**src/design/mac_mgnt_params.svh**
```systemverilog
`ifndef MAC_MGNT_PARAMS_SVH
`define MAC_MGNT_PARAMS_SVH

// register word and system port byte
`define MGNT_REG_W      32
`define MGNT_BYTE_W     8
`define MGNT_BYTES      4
`define MGNT_ADDR_W     8

// frame reports, flags above a 12-bit length
`define MGNT_LEN_W      12
`define RX_REPORT_W     20
`define TX_REPORT_W     16

// receive counters, read address equals index
`define MGNT_RX_CNT_N   10
`define RX_PKT          0
`define RX_BYTE         1
`define RX_VLAN         2
`define RX_LLDP         3
`define RX_1588         4
`define RX_TTE          5
`define RX_ERR_FCS      6
`define RX_ERR_RUNT     7
`define RX_ERR_JABR     8
`define RX_ERR_BP       9

// transmit counters, offsets from the base
`define MGNT_TX_CNT_N   6
`define TX_BASE         8'h10
`define TX_PKT          0
`define TX_BYTE         1
`define TX_TTE          2
`define TX_1588         3
`define TX_VLAN         4
`define TX_FC           5

// lldp register map
`define LLDP_REG_N      4
`define LLDP_MAC_LO     8'h80
`define LLDP_MAC_HI     8'h81
`define LLDP_PORT       8'h82
`define LLDP_MODE       8'h83
`define LLDP_FUNC       8'h8F
`define LLDP_FIELD_W    4
`define LLDP_MAC_W      48
`define LLDP_CONF_W     56

`endif

```
**src/design/mac_mgnt_pkg.sv**
```systemverilog
`default_nettype none

`include "mac_mgnt_params.svh"

package mac_mgnt_pkg;

    //////////////////////////////////////////////////
    // vectors
    //////////////////////////////////////////////////
    typedef logic [`MGNT_REG_W-1:0]  stat_cnt_t;
    typedef logic [`MGNT_ADDR_W-1:0] mgnt_addr_t;
    typedef logic [`MGNT_BYTE_W-1:0] mgnt_byte_t;

    // [19:12] flags, [11:0] length
    typedef logic [`RX_REPORT_W-1:0] rx_report_t;
    // [15:12] flags, [11:0] length
    typedef logic [`TX_REPORT_W-1:0] tx_report_t;

    // register banks
    typedef stat_cnt_t [`MGNT_RX_CNT_N-1:0] rx_stat_bank_t;
    typedef stat_cnt_t [`MGNT_TX_CNT_N-1:0] tx_stat_bank_t;
    typedef stat_cnt_t [`LLDP_REG_N-1:0]    lldp_bank_t;

    // {mode, port, mac}
    typedef logic [`LLDP_CONF_W-1:0] lldp_conf_t;

    //////////////////////////////////////////////////
    // state machines
    //////////////////////////////////////////////////
    typedef enum logic [2:0] {IDLE, LOAD, SEND, RECV, COMMIT, ACK} mgnt_state_t;
    typedef enum logic [1:0] {WAIT, COUNT, HOLD} report_state_t;
    typedef enum logic {CONF_IDLE, CONF_REQ} conf_state_t;

endpackage

`default_nettype wire

```
**src/design/mgnt_reg_access.sv**
```systemverilog
`timescale 1ns/1ps
`default_nettype none

`include "mac_mgnt_params.svh"

module mgnt_reg_access
    import mac_mgnt_pkg::*;
(
    input  logic          clk_if,
    input  logic          rst_if,
    // command channel
    input  logic          sys_req_valid,
    input  logic          sys_req_wr,
    input  mgnt_addr_t    sys_req_addr,
    output logic          sys_req_ack,
    // write bytes
    input  mgnt_byte_t    sys_req_data,
    input  logic          sys_req_data_valid,
    // read bytes
    output mgnt_byte_t    sys_resp_data,
    output logic          sys_resp_data_valid,
    // register banks
    input  rx_stat_bank_t rx_stat,
    input  tx_stat_bank_t tx_stat,
    input  lldp_bank_t    lldp_regs,
    // write commit
    output logic          wr_stb,
    output mgnt_addr_t    wr_addr,
    output stat_cnt_t     wr_data
);

    localparam int CNT_W     = $clog2(`MGNT_BYTES);
    localparam int RX_IDX_W  = $clog2(`MGNT_RX_CNT_N);
    localparam int TX_IDX_W  = $clog2(`MGNT_TX_CNT_N);
    localparam int LL_IDX_W  = $clog2(`LLDP_REG_N);
    localparam logic [CNT_W-1:0] LAST_BYTE = CNT_W'(`MGNT_BYTES - 1);
    localparam mgnt_addr_t RX_END = mgnt_addr_t'(`MGNT_RX_CNT_N);
    localparam mgnt_addr_t TX_END = mgnt_addr_t'(`TX_BASE + `MGNT_TX_CNT_N);

    mgnt_state_t        state_q, state_nxt;
    mgnt_addr_t         addr_q;
    logic [CNT_W-1:0]   byte_cnt;
    stat_cnt_t          data_q;
    stat_cnt_t          rd_word;
    mgnt_addr_t         tx_off;
    mgnt_addr_t         lldp_off;

    //////////////////////////////////////////////////
    // command fsm
    //////////////////////////////////////////////////
    always_comb begin
        state_nxt = state_q;
        case (state_q)
            IDLE:    if (sys_req_valid) state_nxt = sys_req_wr ? RECV : LOAD;
            LOAD:    state_nxt = SEND;
            SEND:    if (byte_cnt == LAST_BYTE) state_nxt = ACK;
            RECV:    if (sys_req_data_valid && byte_cnt == LAST_BYTE) state_nxt = COMMIT;
            COMMIT:  state_nxt = ACK;
            // host holds valid to stall here
            ACK:     if (!sys_req_valid) state_nxt = IDLE;
            default: state_nxt = IDLE;
        endcase
    end

    always_ff @(posedge clk_if or negedge rst_if) begin
        if (!rst_if) begin
            state_q <= IDLE;
            addr_q  <= '0;
        end else begin
            state_q <= state_nxt;
            if (state_q == IDLE && sys_req_valid) begin
                addr_q <= sys_req_addr;
            end
        end
    end

    //////////////////////////////////////////////////
    // read mux
    //////////////////////////////////////////////////
    assign tx_off   = addr_q - `TX_BASE;
    assign lldp_off = addr_q - `LLDP_MAC_LO;

    always_comb begin
        rd_word = '0;
        if (addr_q < RX_END) begin
            rd_word = rx_stat[addr_q[RX_IDX_W-1:0]];
        end else if (addr_q >= `TX_BASE && addr_q < TX_END) begin
            rd_word = tx_stat[tx_off[TX_IDX_W-1:0]];
        end else if (addr_q >= `LLDP_MAC_LO && addr_q <= `LLDP_MODE) begin
            rd_word = lldp_regs[lldp_off[LL_IDX_W-1:0]];
        end
    end

    //////////////////////////////////////////////////
    // byte shifter, shared by read and write
    //////////////////////////////////////////////////
    always_ff @(posedge clk_if or negedge rst_if) begin
        if (!rst_if) begin
            byte_cnt <= '0;
            data_q   <= '0;
        end else begin
            case (state_q)
                LOAD: begin
                    byte_cnt <= '0;
                    data_q   <= rd_word;
                end
                SEND: begin
                    byte_cnt <= byte_cnt + CNT_W'(1);
                    data_q   <= data_q << `MGNT_BYTE_W;
                end
                RECV: begin
                    if (sys_req_data_valid) begin
                        byte_cnt <= byte_cnt + CNT_W'(1);
                        data_q   <= {data_q[`MGNT_REG_W-`MGNT_BYTE_W-1:0], sys_req_data};
                    end
                end
                default: byte_cnt <= '0;
            endcase
        end
    end

    // msb first
    assign sys_resp_data       = data_q[`MGNT_REG_W-1 -: `MGNT_BYTE_W];
    assign sys_resp_data_valid = (state_q == SEND);
    assign sys_req_ack         = (state_q == ACK);

    assign wr_stb  = (state_q == COMMIT);
    assign wr_addr = addr_q;
    assign wr_data = data_q;

endmodule

`default_nettype wire

```
**src/design/rx_frame_stats.sv**
```systemverilog
`timescale 1ns/1ps
`default_nettype none

`include "mac_mgnt_params.svh"

module rx_frame_stats
    import mac_mgnt_pkg::*;
(
    input  logic          clk_if,
    input  logic          rst_if,
    input  logic          rx_mgnt_valid,
    input  rx_report_t    rx_mgnt_data,
    output logic          rx_mgnt_resp,
    output rx_stat_bank_t rx_stat
);

    localparam stat_cnt_t ONE = stat_cnt_t'(1);

    logic [1:0]                 valid_sync;
    rx_report_t                 report_q;
    report_state_t              state_q, state_nxt;
    rx_stat_bank_t              cnt_q;
    logic [`MGNT_RX_CNT_N-1:0]  inc;
    logic                       resp_q;

    //////////////////////////////////////////////////
    // report handshake
    //////////////////////////////////////////////////
    always_comb begin
        state_nxt = state_q;
        case (state_q)
            WAIT:    if (valid_sync == 2'b11) state_nxt = COUNT;
            COUNT:   state_nxt = HOLD;
            HOLD:    if (!valid_sync[1]) state_nxt = WAIT;
            default: state_nxt = WAIT;
        endcase
    end

    always_ff @(posedge clk_if or negedge rst_if) begin
        if (!rst_if) begin
            valid_sync <= '0;
            state_q    <= WAIT;
            resp_q     <= 1'b0;
            report_q   <= '0;
        end else begin
            valid_sync <= {valid_sync[0], rx_mgnt_valid};
            state_q    <= state_nxt;
            resp_q     <= (state_nxt == HOLD);
            // data is stable once valid made it through both flops
            if (state_q == WAIT && valid_sync == 2'b11) begin
                report_q <= rx_mgnt_data;
            end
        end
    end

    //////////////////////////////////////////////////
    // counters
    //////////////////////////////////////////////////
    always_comb begin
        inc               = '0;
        // clean frame only when no error flag is set
        inc[`RX_PKT]      = (report_q[19:16] == 4'b0000);
        inc[`RX_ERR_BP]   = report_q[19];
        inc[`RX_ERR_JABR] = report_q[18];
        inc[`RX_ERR_RUNT] = report_q[17];
        inc[`RX_ERR_FCS]  = report_q[16];
        inc[`RX_TTE]      = report_q[15];
        inc[`RX_1588]     = report_q[14];
        inc[`RX_LLDP]     = report_q[13];
        inc[`RX_VLAN]     = report_q[12];
    end

    always_ff @(posedge clk_if or negedge rst_if) begin
        if (!rst_if) begin
            cnt_q <= '0;
        end else if (state_q == COUNT) begin
            for (int i = 0; i < `MGNT_RX_CNT_N; i++) begin
                if (inc[i]) begin
                    cnt_q[i] <= cnt_q[i] + ONE;
                end
            end
            if (inc[`RX_PKT]) begin
                cnt_q[`RX_BYTE] <= cnt_q[`RX_BYTE] + stat_cnt_t'(report_q[`MGNT_LEN_W-1:0]);
            end
        end
    end

    assign rx_mgnt_resp = resp_q;
    assign rx_stat      = cnt_q;

endmodule

`default_nettype wire

```
**src/design/tx_frame_stats.sv**
```systemverilog
`timescale 1ns/1ps
`default_nettype none

`include "mac_mgnt_params.svh"

module tx_frame_stats
    import mac_mgnt_pkg::*;
(
    input  logic          clk_if,
    input  logic          rst_if,
    input  logic          tx_mgnt_valid,
    input  tx_report_t    tx_mgnt_data,
    output logic          tx_mgnt_resp,
    output tx_stat_bank_t tx_stat
);

    localparam stat_cnt_t ONE = stat_cnt_t'(1);

    logic [1:0]                 valid_sync;
    tx_report_t                 report_q;
    report_state_t              state_q, state_nxt;
    tx_stat_bank_t              cnt_q;
    logic [`MGNT_TX_CNT_N-1:0]  inc;
    logic                       resp_q;

    always_comb begin
        state_nxt = state_q;
        case (state_q)
            WAIT:    if (valid_sync == 2'b11) state_nxt = COUNT;
            COUNT:   state_nxt = HOLD;
            HOLD:    if (!valid_sync[1]) state_nxt = WAIT;
            default: state_nxt = WAIT;
        endcase
    end

    always_ff @(posedge clk_if or negedge rst_if) begin
        if (!rst_if) begin
            valid_sync <= '0;
            state_q    <= WAIT;
            resp_q     <= 1'b0;
            report_q   <= '0;
        end else begin
            valid_sync <= {valid_sync[0], tx_mgnt_valid};
            state_q    <= state_nxt;
            resp_q     <= (state_nxt == HOLD);
            if (state_q == WAIT && valid_sync == 2'b11) begin
                report_q <= tx_mgnt_data;
            end
        end
    end

    // every transmit report is a sent frame
    always_comb begin
        inc          = '0;
        inc[`TX_PKT] = 1'b1;
        inc[`TX_TTE] = report_q[15];
        inc[`TX_1588] = report_q[14];
        inc[`TX_FC]  = report_q[13];
        inc[`TX_VLAN] = report_q[12];
    end

    always_ff @(posedge clk_if or negedge rst_if) begin
        if (!rst_if) begin
            cnt_q <= '0;
        end else if (state_q == COUNT) begin
            for (int i = 0; i < `MGNT_TX_CNT_N; i++) begin
                if (inc[i]) begin
                    cnt_q[i] <= cnt_q[i] + ONE;
                end
            end
            cnt_q[`TX_BYTE] <= cnt_q[`TX_BYTE] + stat_cnt_t'(report_q[`MGNT_LEN_W-1:0]);
        end
    end

    assign tx_mgnt_resp = resp_q;
    assign tx_stat      = cnt_q;

endmodule

`default_nettype wire

```
**src/design/lldp_config.sv**
```systemverilog
`timescale 1ns/1ps
`default_nettype none

`include "mac_mgnt_params.svh"

module lldp_config
    import mac_mgnt_pkg::*;
(
    input  logic        clk_if,
    input  logic        rst_if,
    input  logic        wr_stb,
    input  mgnt_addr_t  wr_addr,
    input  stat_cnt_t   wr_data,
    output lldp_bank_t  lldp_regs,
    output logic        rx_conf_valid,
    input  logic        rx_conf_resp,
    output lldp_conf_t  rx_conf_data
);

    localparam int IDX_W    = $clog2(`LLDP_REG_N);
    localparam int LO_IDX   = `LLDP_MAC_LO - `LLDP_MAC_LO;
    localparam int HI_IDX   = `LLDP_MAC_HI - `LLDP_MAC_LO;
    localparam int PORT_IDX = `LLDP_PORT - `LLDP_MAC_LO;
    localparam int MODE_IDX = `LLDP_MODE - `LLDP_MAC_LO;

    lldp_bank_t  regs_q;
    mgnt_addr_t  reg_off;
    logic        reg_sel;
    logic        conf_trig;
    logic [1:0]  resp_sync;
    conf_state_t state_q, state_nxt;
    lldp_conf_t  conf_q;

    // address decode
    assign reg_off   = wr_addr - `LLDP_MAC_LO;
    assign reg_sel   = wr_stb && (wr_addr >= `LLDP_MAC_LO) && (wr_addr <= `LLDP_MODE);
    assign conf_trig = wr_stb && (wr_addr == `LLDP_FUNC);

    always_comb begin
        state_nxt = state_q;
        case (state_q)
            CONF_IDLE: if (conf_trig) state_nxt = CONF_REQ;
            // receive path acks from its own clock
            CONF_REQ:  if (resp_sync == 2'b11) state_nxt = CONF_IDLE;
            default:   state_nxt = CONF_IDLE;
        endcase
    end

    always_ff @(posedge clk_if or negedge rst_if) begin
        if (!rst_if) begin
            regs_q    <= '0;
            resp_sync <= '0;
            state_q   <= CONF_IDLE;
            conf_q    <= '0;
        end else begin
            resp_sync <= {resp_sync[0], rx_conf_resp};
            state_q   <= state_nxt;
            if (reg_sel) begin
                regs_q[reg_off[IDX_W-1:0]] <= wr_data;
            end
            // snapshot so later writes leave the request alone
            if (state_q == CONF_IDLE && conf_trig) begin
                conf_q <= {regs_q[MODE_IDX][`LLDP_FIELD_W-1:0],
                           regs_q[PORT_IDX][`LLDP_FIELD_W-1:0],
                           regs_q[HI_IDX][`LLDP_MAC_W-`MGNT_REG_W-1:0],
                           regs_q[LO_IDX]};
            end
        end
    end

    assign lldp_regs     = regs_q;
    assign rx_conf_valid = (state_q == CONF_REQ);
    assign rx_conf_data  = conf_q;

endmodule

`default_nettype wire

```
**src/design/mac_mgnt_top.sv**
```systemverilog
`timescale 1ns/1ps
`default_nettype none

`include "mac_mgnt_params.svh"

module mac_mgnt_top
    import mac_mgnt_pkg::*;
(
    input  logic       clk_if,
    input  logic       rst_if,
    // receive path
    input  logic       rx_mgnt_valid,
    input  rx_report_t rx_mgnt_data,
    output logic       rx_mgnt_resp,
    output logic       rx_conf_valid,
    input  logic       rx_conf_resp,
    output lldp_conf_t rx_conf_data,
    // transmit path
    input  logic       tx_mgnt_valid,
    input  tx_report_t tx_mgnt_data,
    output logic       tx_mgnt_resp,
    // system port
    input  logic       sys_req_valid,
    input  logic       sys_req_wr,
    input  mgnt_addr_t sys_req_addr,
    output logic       sys_req_ack,
    input  mgnt_byte_t sys_req_data,
    input  logic       sys_req_data_valid,
    output mgnt_byte_t sys_resp_data,
    output logic       sys_resp_data_valid
);

    rx_stat_bank_t rx_stat;
    tx_stat_bank_t tx_stat;
    lldp_bank_t    lldp_regs;
    logic          wr_stb;
    mgnt_addr_t    wr_addr;
    stat_cnt_t     wr_data;

    mgnt_reg_access u_reg_access (
        .clk_if              (clk_if),
        .rst_if              (rst_if),
        .sys_req_valid       (sys_req_valid),
        .sys_req_wr          (sys_req_wr),
        .sys_req_addr        (sys_req_addr),
        .sys_req_ack         (sys_req_ack),
        .sys_req_data        (sys_req_data),
        .sys_req_data_valid  (sys_req_data_valid),
        .sys_resp_data       (sys_resp_data),
        .sys_resp_data_valid (sys_resp_data_valid),
        .rx_stat             (rx_stat),
        .tx_stat             (tx_stat),
        .lldp_regs           (lldp_regs),
        .wr_stb              (wr_stb),
        .wr_addr             (wr_addr),
        .wr_data             (wr_data)
    );

    rx_frame_stats u_rx_stats (
        .clk_if        (clk_if),
        .rst_if        (rst_if),
        .rx_mgnt_valid (rx_mgnt_valid),
        .rx_mgnt_data  (rx_mgnt_data),
        .rx_mgnt_resp  (rx_mgnt_resp),
        .rx_stat       (rx_stat)
    );

    tx_frame_stats u_tx_stats (
        .clk_if        (clk_if),
        .rst_if        (rst_if),
        .tx_mgnt_valid (tx_mgnt_valid),
        .tx_mgnt_data  (tx_mgnt_data),
        .tx_mgnt_resp  (tx_mgnt_resp),
        .tx_stat       (tx_stat)
    );

    lldp_config u_lldp (
        .clk_if        (clk_if),
        .rst_if        (rst_if),
        .wr_stb        (wr_stb),
        .wr_addr       (wr_addr),
        .wr_data       (wr_data),
        .lldp_regs     (lldp_regs),
        .rx_conf_valid (rx_conf_valid),
        .rx_conf_resp  (rx_conf_resp),
        .rx_conf_data  (rx_conf_data)
    );

endmodule

`default_nettype wire

```
**config.mk**
```make
export PLATFORM = sky130hd
export DESIGN_NAME = mac_mgnt_top
export DESIGN_NICKNAME = d
export VERILOG_FILES = /design/src/design/mac_mgnt_pkg.sv /design/src/design/mgnt_reg_access.sv /design/src/design/rx_frame_stats.sv /design/src/design/tx_frame_stats.sv /design/src/design/lldp_config.sv /design/src/design/mac_mgnt_top.sv
export VERILOG_INCLUDE_DIRS = /design/src /design/src/design
export SDC_FILE = /design/constraint.sdc
export NUM_CORES = 1
export LEC_CHECK = 0
export ABC_AREA = 1
export BUFFER_PORTS_ARGS = -buffer_cell sky130_fd_sc_hd__buf_4
export CAP_MARGIN = 20
export CORE_ASPECT_RATIO = 1.5
export CORE_UTILIZATION = 40
export CTS_CLUSTER_DIAMETER = 80
export DETAILED_ROUTE_END_ITERATION = 6
export GPL_TIMING_DRIVEN = 0
export HOLD_SLACK_MARGIN = 0.02
export PLACE_DENSITY = 0.67
export SKIP_CTS_REPAIR_TIMING = 1
export SLEW_MARGIN = 20
export SYNTH_ARGS = -nofsm -noshare
export SYNTH_HDL_FRONTEND = slang
export SYNTH_HIERARCHICAL = 1
export SYNTH_SLANG_ARGS = --single-unit
export TNS_END_PERCENT = 50
```
**constraint.sdc**
```tcl
create_clock -name clk_if -period 1.7 [get_ports clk_if]
set_input_delay 0 -clock clk_if [delete_from_list [all_inputs] [get_ports clk_if]]
set_output_delay 0 -clock clk_if [all_outputs]
set_load 0.03 [all_outputs]
```
==> impl_metrics.yaml <==
run_status:
  status: "complete, but fails checks"
  violations: "DRC, hold timing, setup timing"
sta:
  min_period_ns: 2.12
  setup_violations: 517
  worstMarginPinSlew_ns: 0.814
  final.setup.tns_ns: -59.80
  layout_setup_ws_ns: -0.416
  drv_slew: 0
  hold_ws_ns: -0.765
  fin_skew_ns: 0.0645
  finalHoldViolations: 441
  rsz0062_at_grt: "true"
  maxSlewHeadroom_pct: 45.7
  post-route-period-util_pct: 124
  max_freq_mhz: 473
routing:
  routed_wl_mm: 189
  viasPerCell: 5.30
  num_vias: 50300
  dr.pass1.iters: 7
  antenna_left: 0
  drc: 1
  drtIter0Drc: 4561
  wl_per_cell_microns: 19.8
yosys:
  synthCells: 7516
  ys_seq_elements: 790
  synthFlopType: "dfrtp_1"
  syn_nets: 7617
  synth_edf_count: 0
  netlist.area_leader.share_pct: 39.5
  async_flop_share_pct: 100
  syn_area_sq_um: 50100
  yosysMostFrequentCell: "nand2_1"
  synth.distinct_cells: 42
  synth_warnings: 6
  ys_seq_area_share_pct: 39.5
  synth.avg_cell_area_sq_um: 6.66
  yosysTopAreaCell: "dfrtp_1"
  synth.area.top_cells: "dfrtp_1 (39%), nand2_1 (23%), nand3_1 (7.0%), inv_1 (6.4%), nor2_1 (4.9%)"
  synthTopCellsByCount: "nand2_1 (3050), inv_1 (858), dfrtp_1 (790)"
die:
  rows: 158
  die_h_microns: 435
  io_pins: 129
  dieArea_sq_um: 127000
  core_area_sq_um: 124000
  initial_core_util_pct: 40.4
  die_w_microns: 291
finish:
  nNetsFinal: 7930
  drive_gt1_share_pct: 11.5
  n_fill_cell: 12400
  area_growth_pct: 17.8
clocking:
  cts_inserted_buffers: 86
  cts_tree: "built"
  clock_path_buffers: 3
  root_buffer: "clkbuf_16"
  cts.clk_slew.worst_paths_ns: 0.06
  htree_levels: 3
  cts.sink_count: 790
  clkLatencyLatePin_ns: 0.76
power_and_ir_drop:
  max-vdd-ir-drop_v: 0.000961
  power_mw: 70.2
  cellPowerDensity_nw_per_um2: 1190
  p_leak_nw: 27.8
run:
  maxCapViolCount: 0
grt:
  globalRouteOverflowTotal: 0
  grt_pass1_wl_mm: 280
  grt_pass1_vias: 48100
  antenna_found_initial: 4
  grt_max_degree: 124
  grt_use_total_pct: 29.0
setup_path:
  rr_worst_depth: 9
  r2r-end: "u_reg_access/wr_data[26]"
  cp-start-kind: "flop"
  endpoint: "u_reg_access/wr_data[26]"
  end_kind: "flop"
  cp_max_fo: 8
  path_cells: "buf_8 -> buf_12 -> buf_8 -> o211ai_1 -> nand3_1 -> nand2_1 -> nand2_1 -> nand3_1 -> a21oi_1"
  worstPathRequired_ns: 2.31
  r2r-start: "u_reg_access/wr_addr[0]"
  criticalPathCategory: "flop to flop"
  reg2reg_slack_ns: -0.42
  critPathSlowestCell: "o211ai_1"
  startpoint: "u_reg_access/wr_addr[0]"
  critPathMaxStageDelay_ns: 0.43
  arrival_ns: 2.73
place:
  place.gp.congestion: 1.08
  dpl.hpwl_mm: 147
  port_buffers: 128
  post-place-ws_ns: -1.22
min_path:
  hold_path.class: "primary input to async pin"
## cell families after synthesis
kind of cell    share of synthesized area, %
fa+ha+maj                               1.05
buf+inv                                 9.24
flops                                   39.5
xor+xnor                                4.93
mux                                   0.0450
simple gates                            42.0
compound gates                          3.23
## layer usage
| layer | global-route usage [%] | vias to the layer above | share of wire, % |
|---|---|---|---|
| met5 | 0 | - | 0.012 |
| met4 | 22.1 | 4 | 8.3 |
| met3 | 4.54 | 617 | 6.3 |
| met2 | 49.7 | 2014 | 48 |
| met1 | 32.4 | 23600 | 37 |
| li1 | - | 24100 | - |
## stage by stage
step | hold WS (ns) | instances | util [%] | area [sq um]
floorplan | -0.296 | 7516 | - | 50100
global placement | 0.111 | 9244 | 42.8 | 53100
detailed placement | 0.0251 | 9250 | 42.9 | 53200
CTS | -0.742 | 9407 | 45.3 | 56200
global route | -0.708 | 9500 | 47.6 | 59000
finish | -0.765 | 9500 | 47.6 | 59000
## how the worst min path moves through the flow
stage	startpoint	endpoint	slack, ns	cells past startpoint
after global routing	rst_if	u_rx_stats/report_q[9]	-0.71	1
final	rst_if	u_rx_stats/report_q[9]	-0.77	1
after floorplan	rst_if	u_lldp/lldp_regs[0]	-0.30	0
after CTS	rst_if	u_rx_stats/report_q[9]	-0.74	1
after detailed placement	rst_if	u_rx_stats/report_q[9]	0.03	1
after global placement	tx_mgnt_valid	u_tx_stats/valid_sync[0]	0.11	1
## power breakdown
part | internal, mW | switching, mW | leakage [nW]
clock | 11.1 | 8.68 | 1.43
combinational | 8.58 | 18.1 | 15.6
sequential | 20.6 | 3.11 | 10.8
total | 40.3 | 29.9 | 27.8
## registers in the layout (all words and copies together) (netlist names), 8 cells and up
name / flops
u_rx_stats/rx_stat: 320
u_tx_stats/tx_stat: 192
u_lldp/lldp_regs: 128
u_lldp/rx_conf_data: 56
u_reg_access/wr_data: 32
u_rx_stats/report_q: 20
u_tx_stats/report_q: 16
u_reg_access/wr_addr: 8
## critical path: cells and delay by family (launching register included)
family                 cells  cell delay, ns
and+or+nand+nor            4            0.61
AOI/OAI and AO/OA          2            0.52
buffers and inverters      3            0.43
DFF                        1            0.42
## final cells by class
cell class	instances	area, sq um	share of cell area, %
clock buffers	121	2480	4.21
plain buffers	250	1790	3.03
well taps	1600	2000	3.39
clock inverters	36	470	0.797
multi-input cells	5596	27000	45.9
flip-flops and latches	790	19800	33.6
inverters	880	3320	5.64
repair buffers	225	2080	3.52
diodes	2	5.00	0.00848
## cell usage in the layout, fill, tap and decap left out, drive strengths merged, types with 21 or more instances in the layout
cell type,n
a21oi,118
buf,330
clkbuf,203
clkinv,21
dfrtp,790
dlygate4sd3,63
ha,39
inv,880
nand2,3069
nand3,705
nand3b,65
nand4,146
nor2,712
nor3,216
o211ai,55
o21ai,120
or2,37
xnor2,76
xor2,206
(Power assumes the default switching activity.)
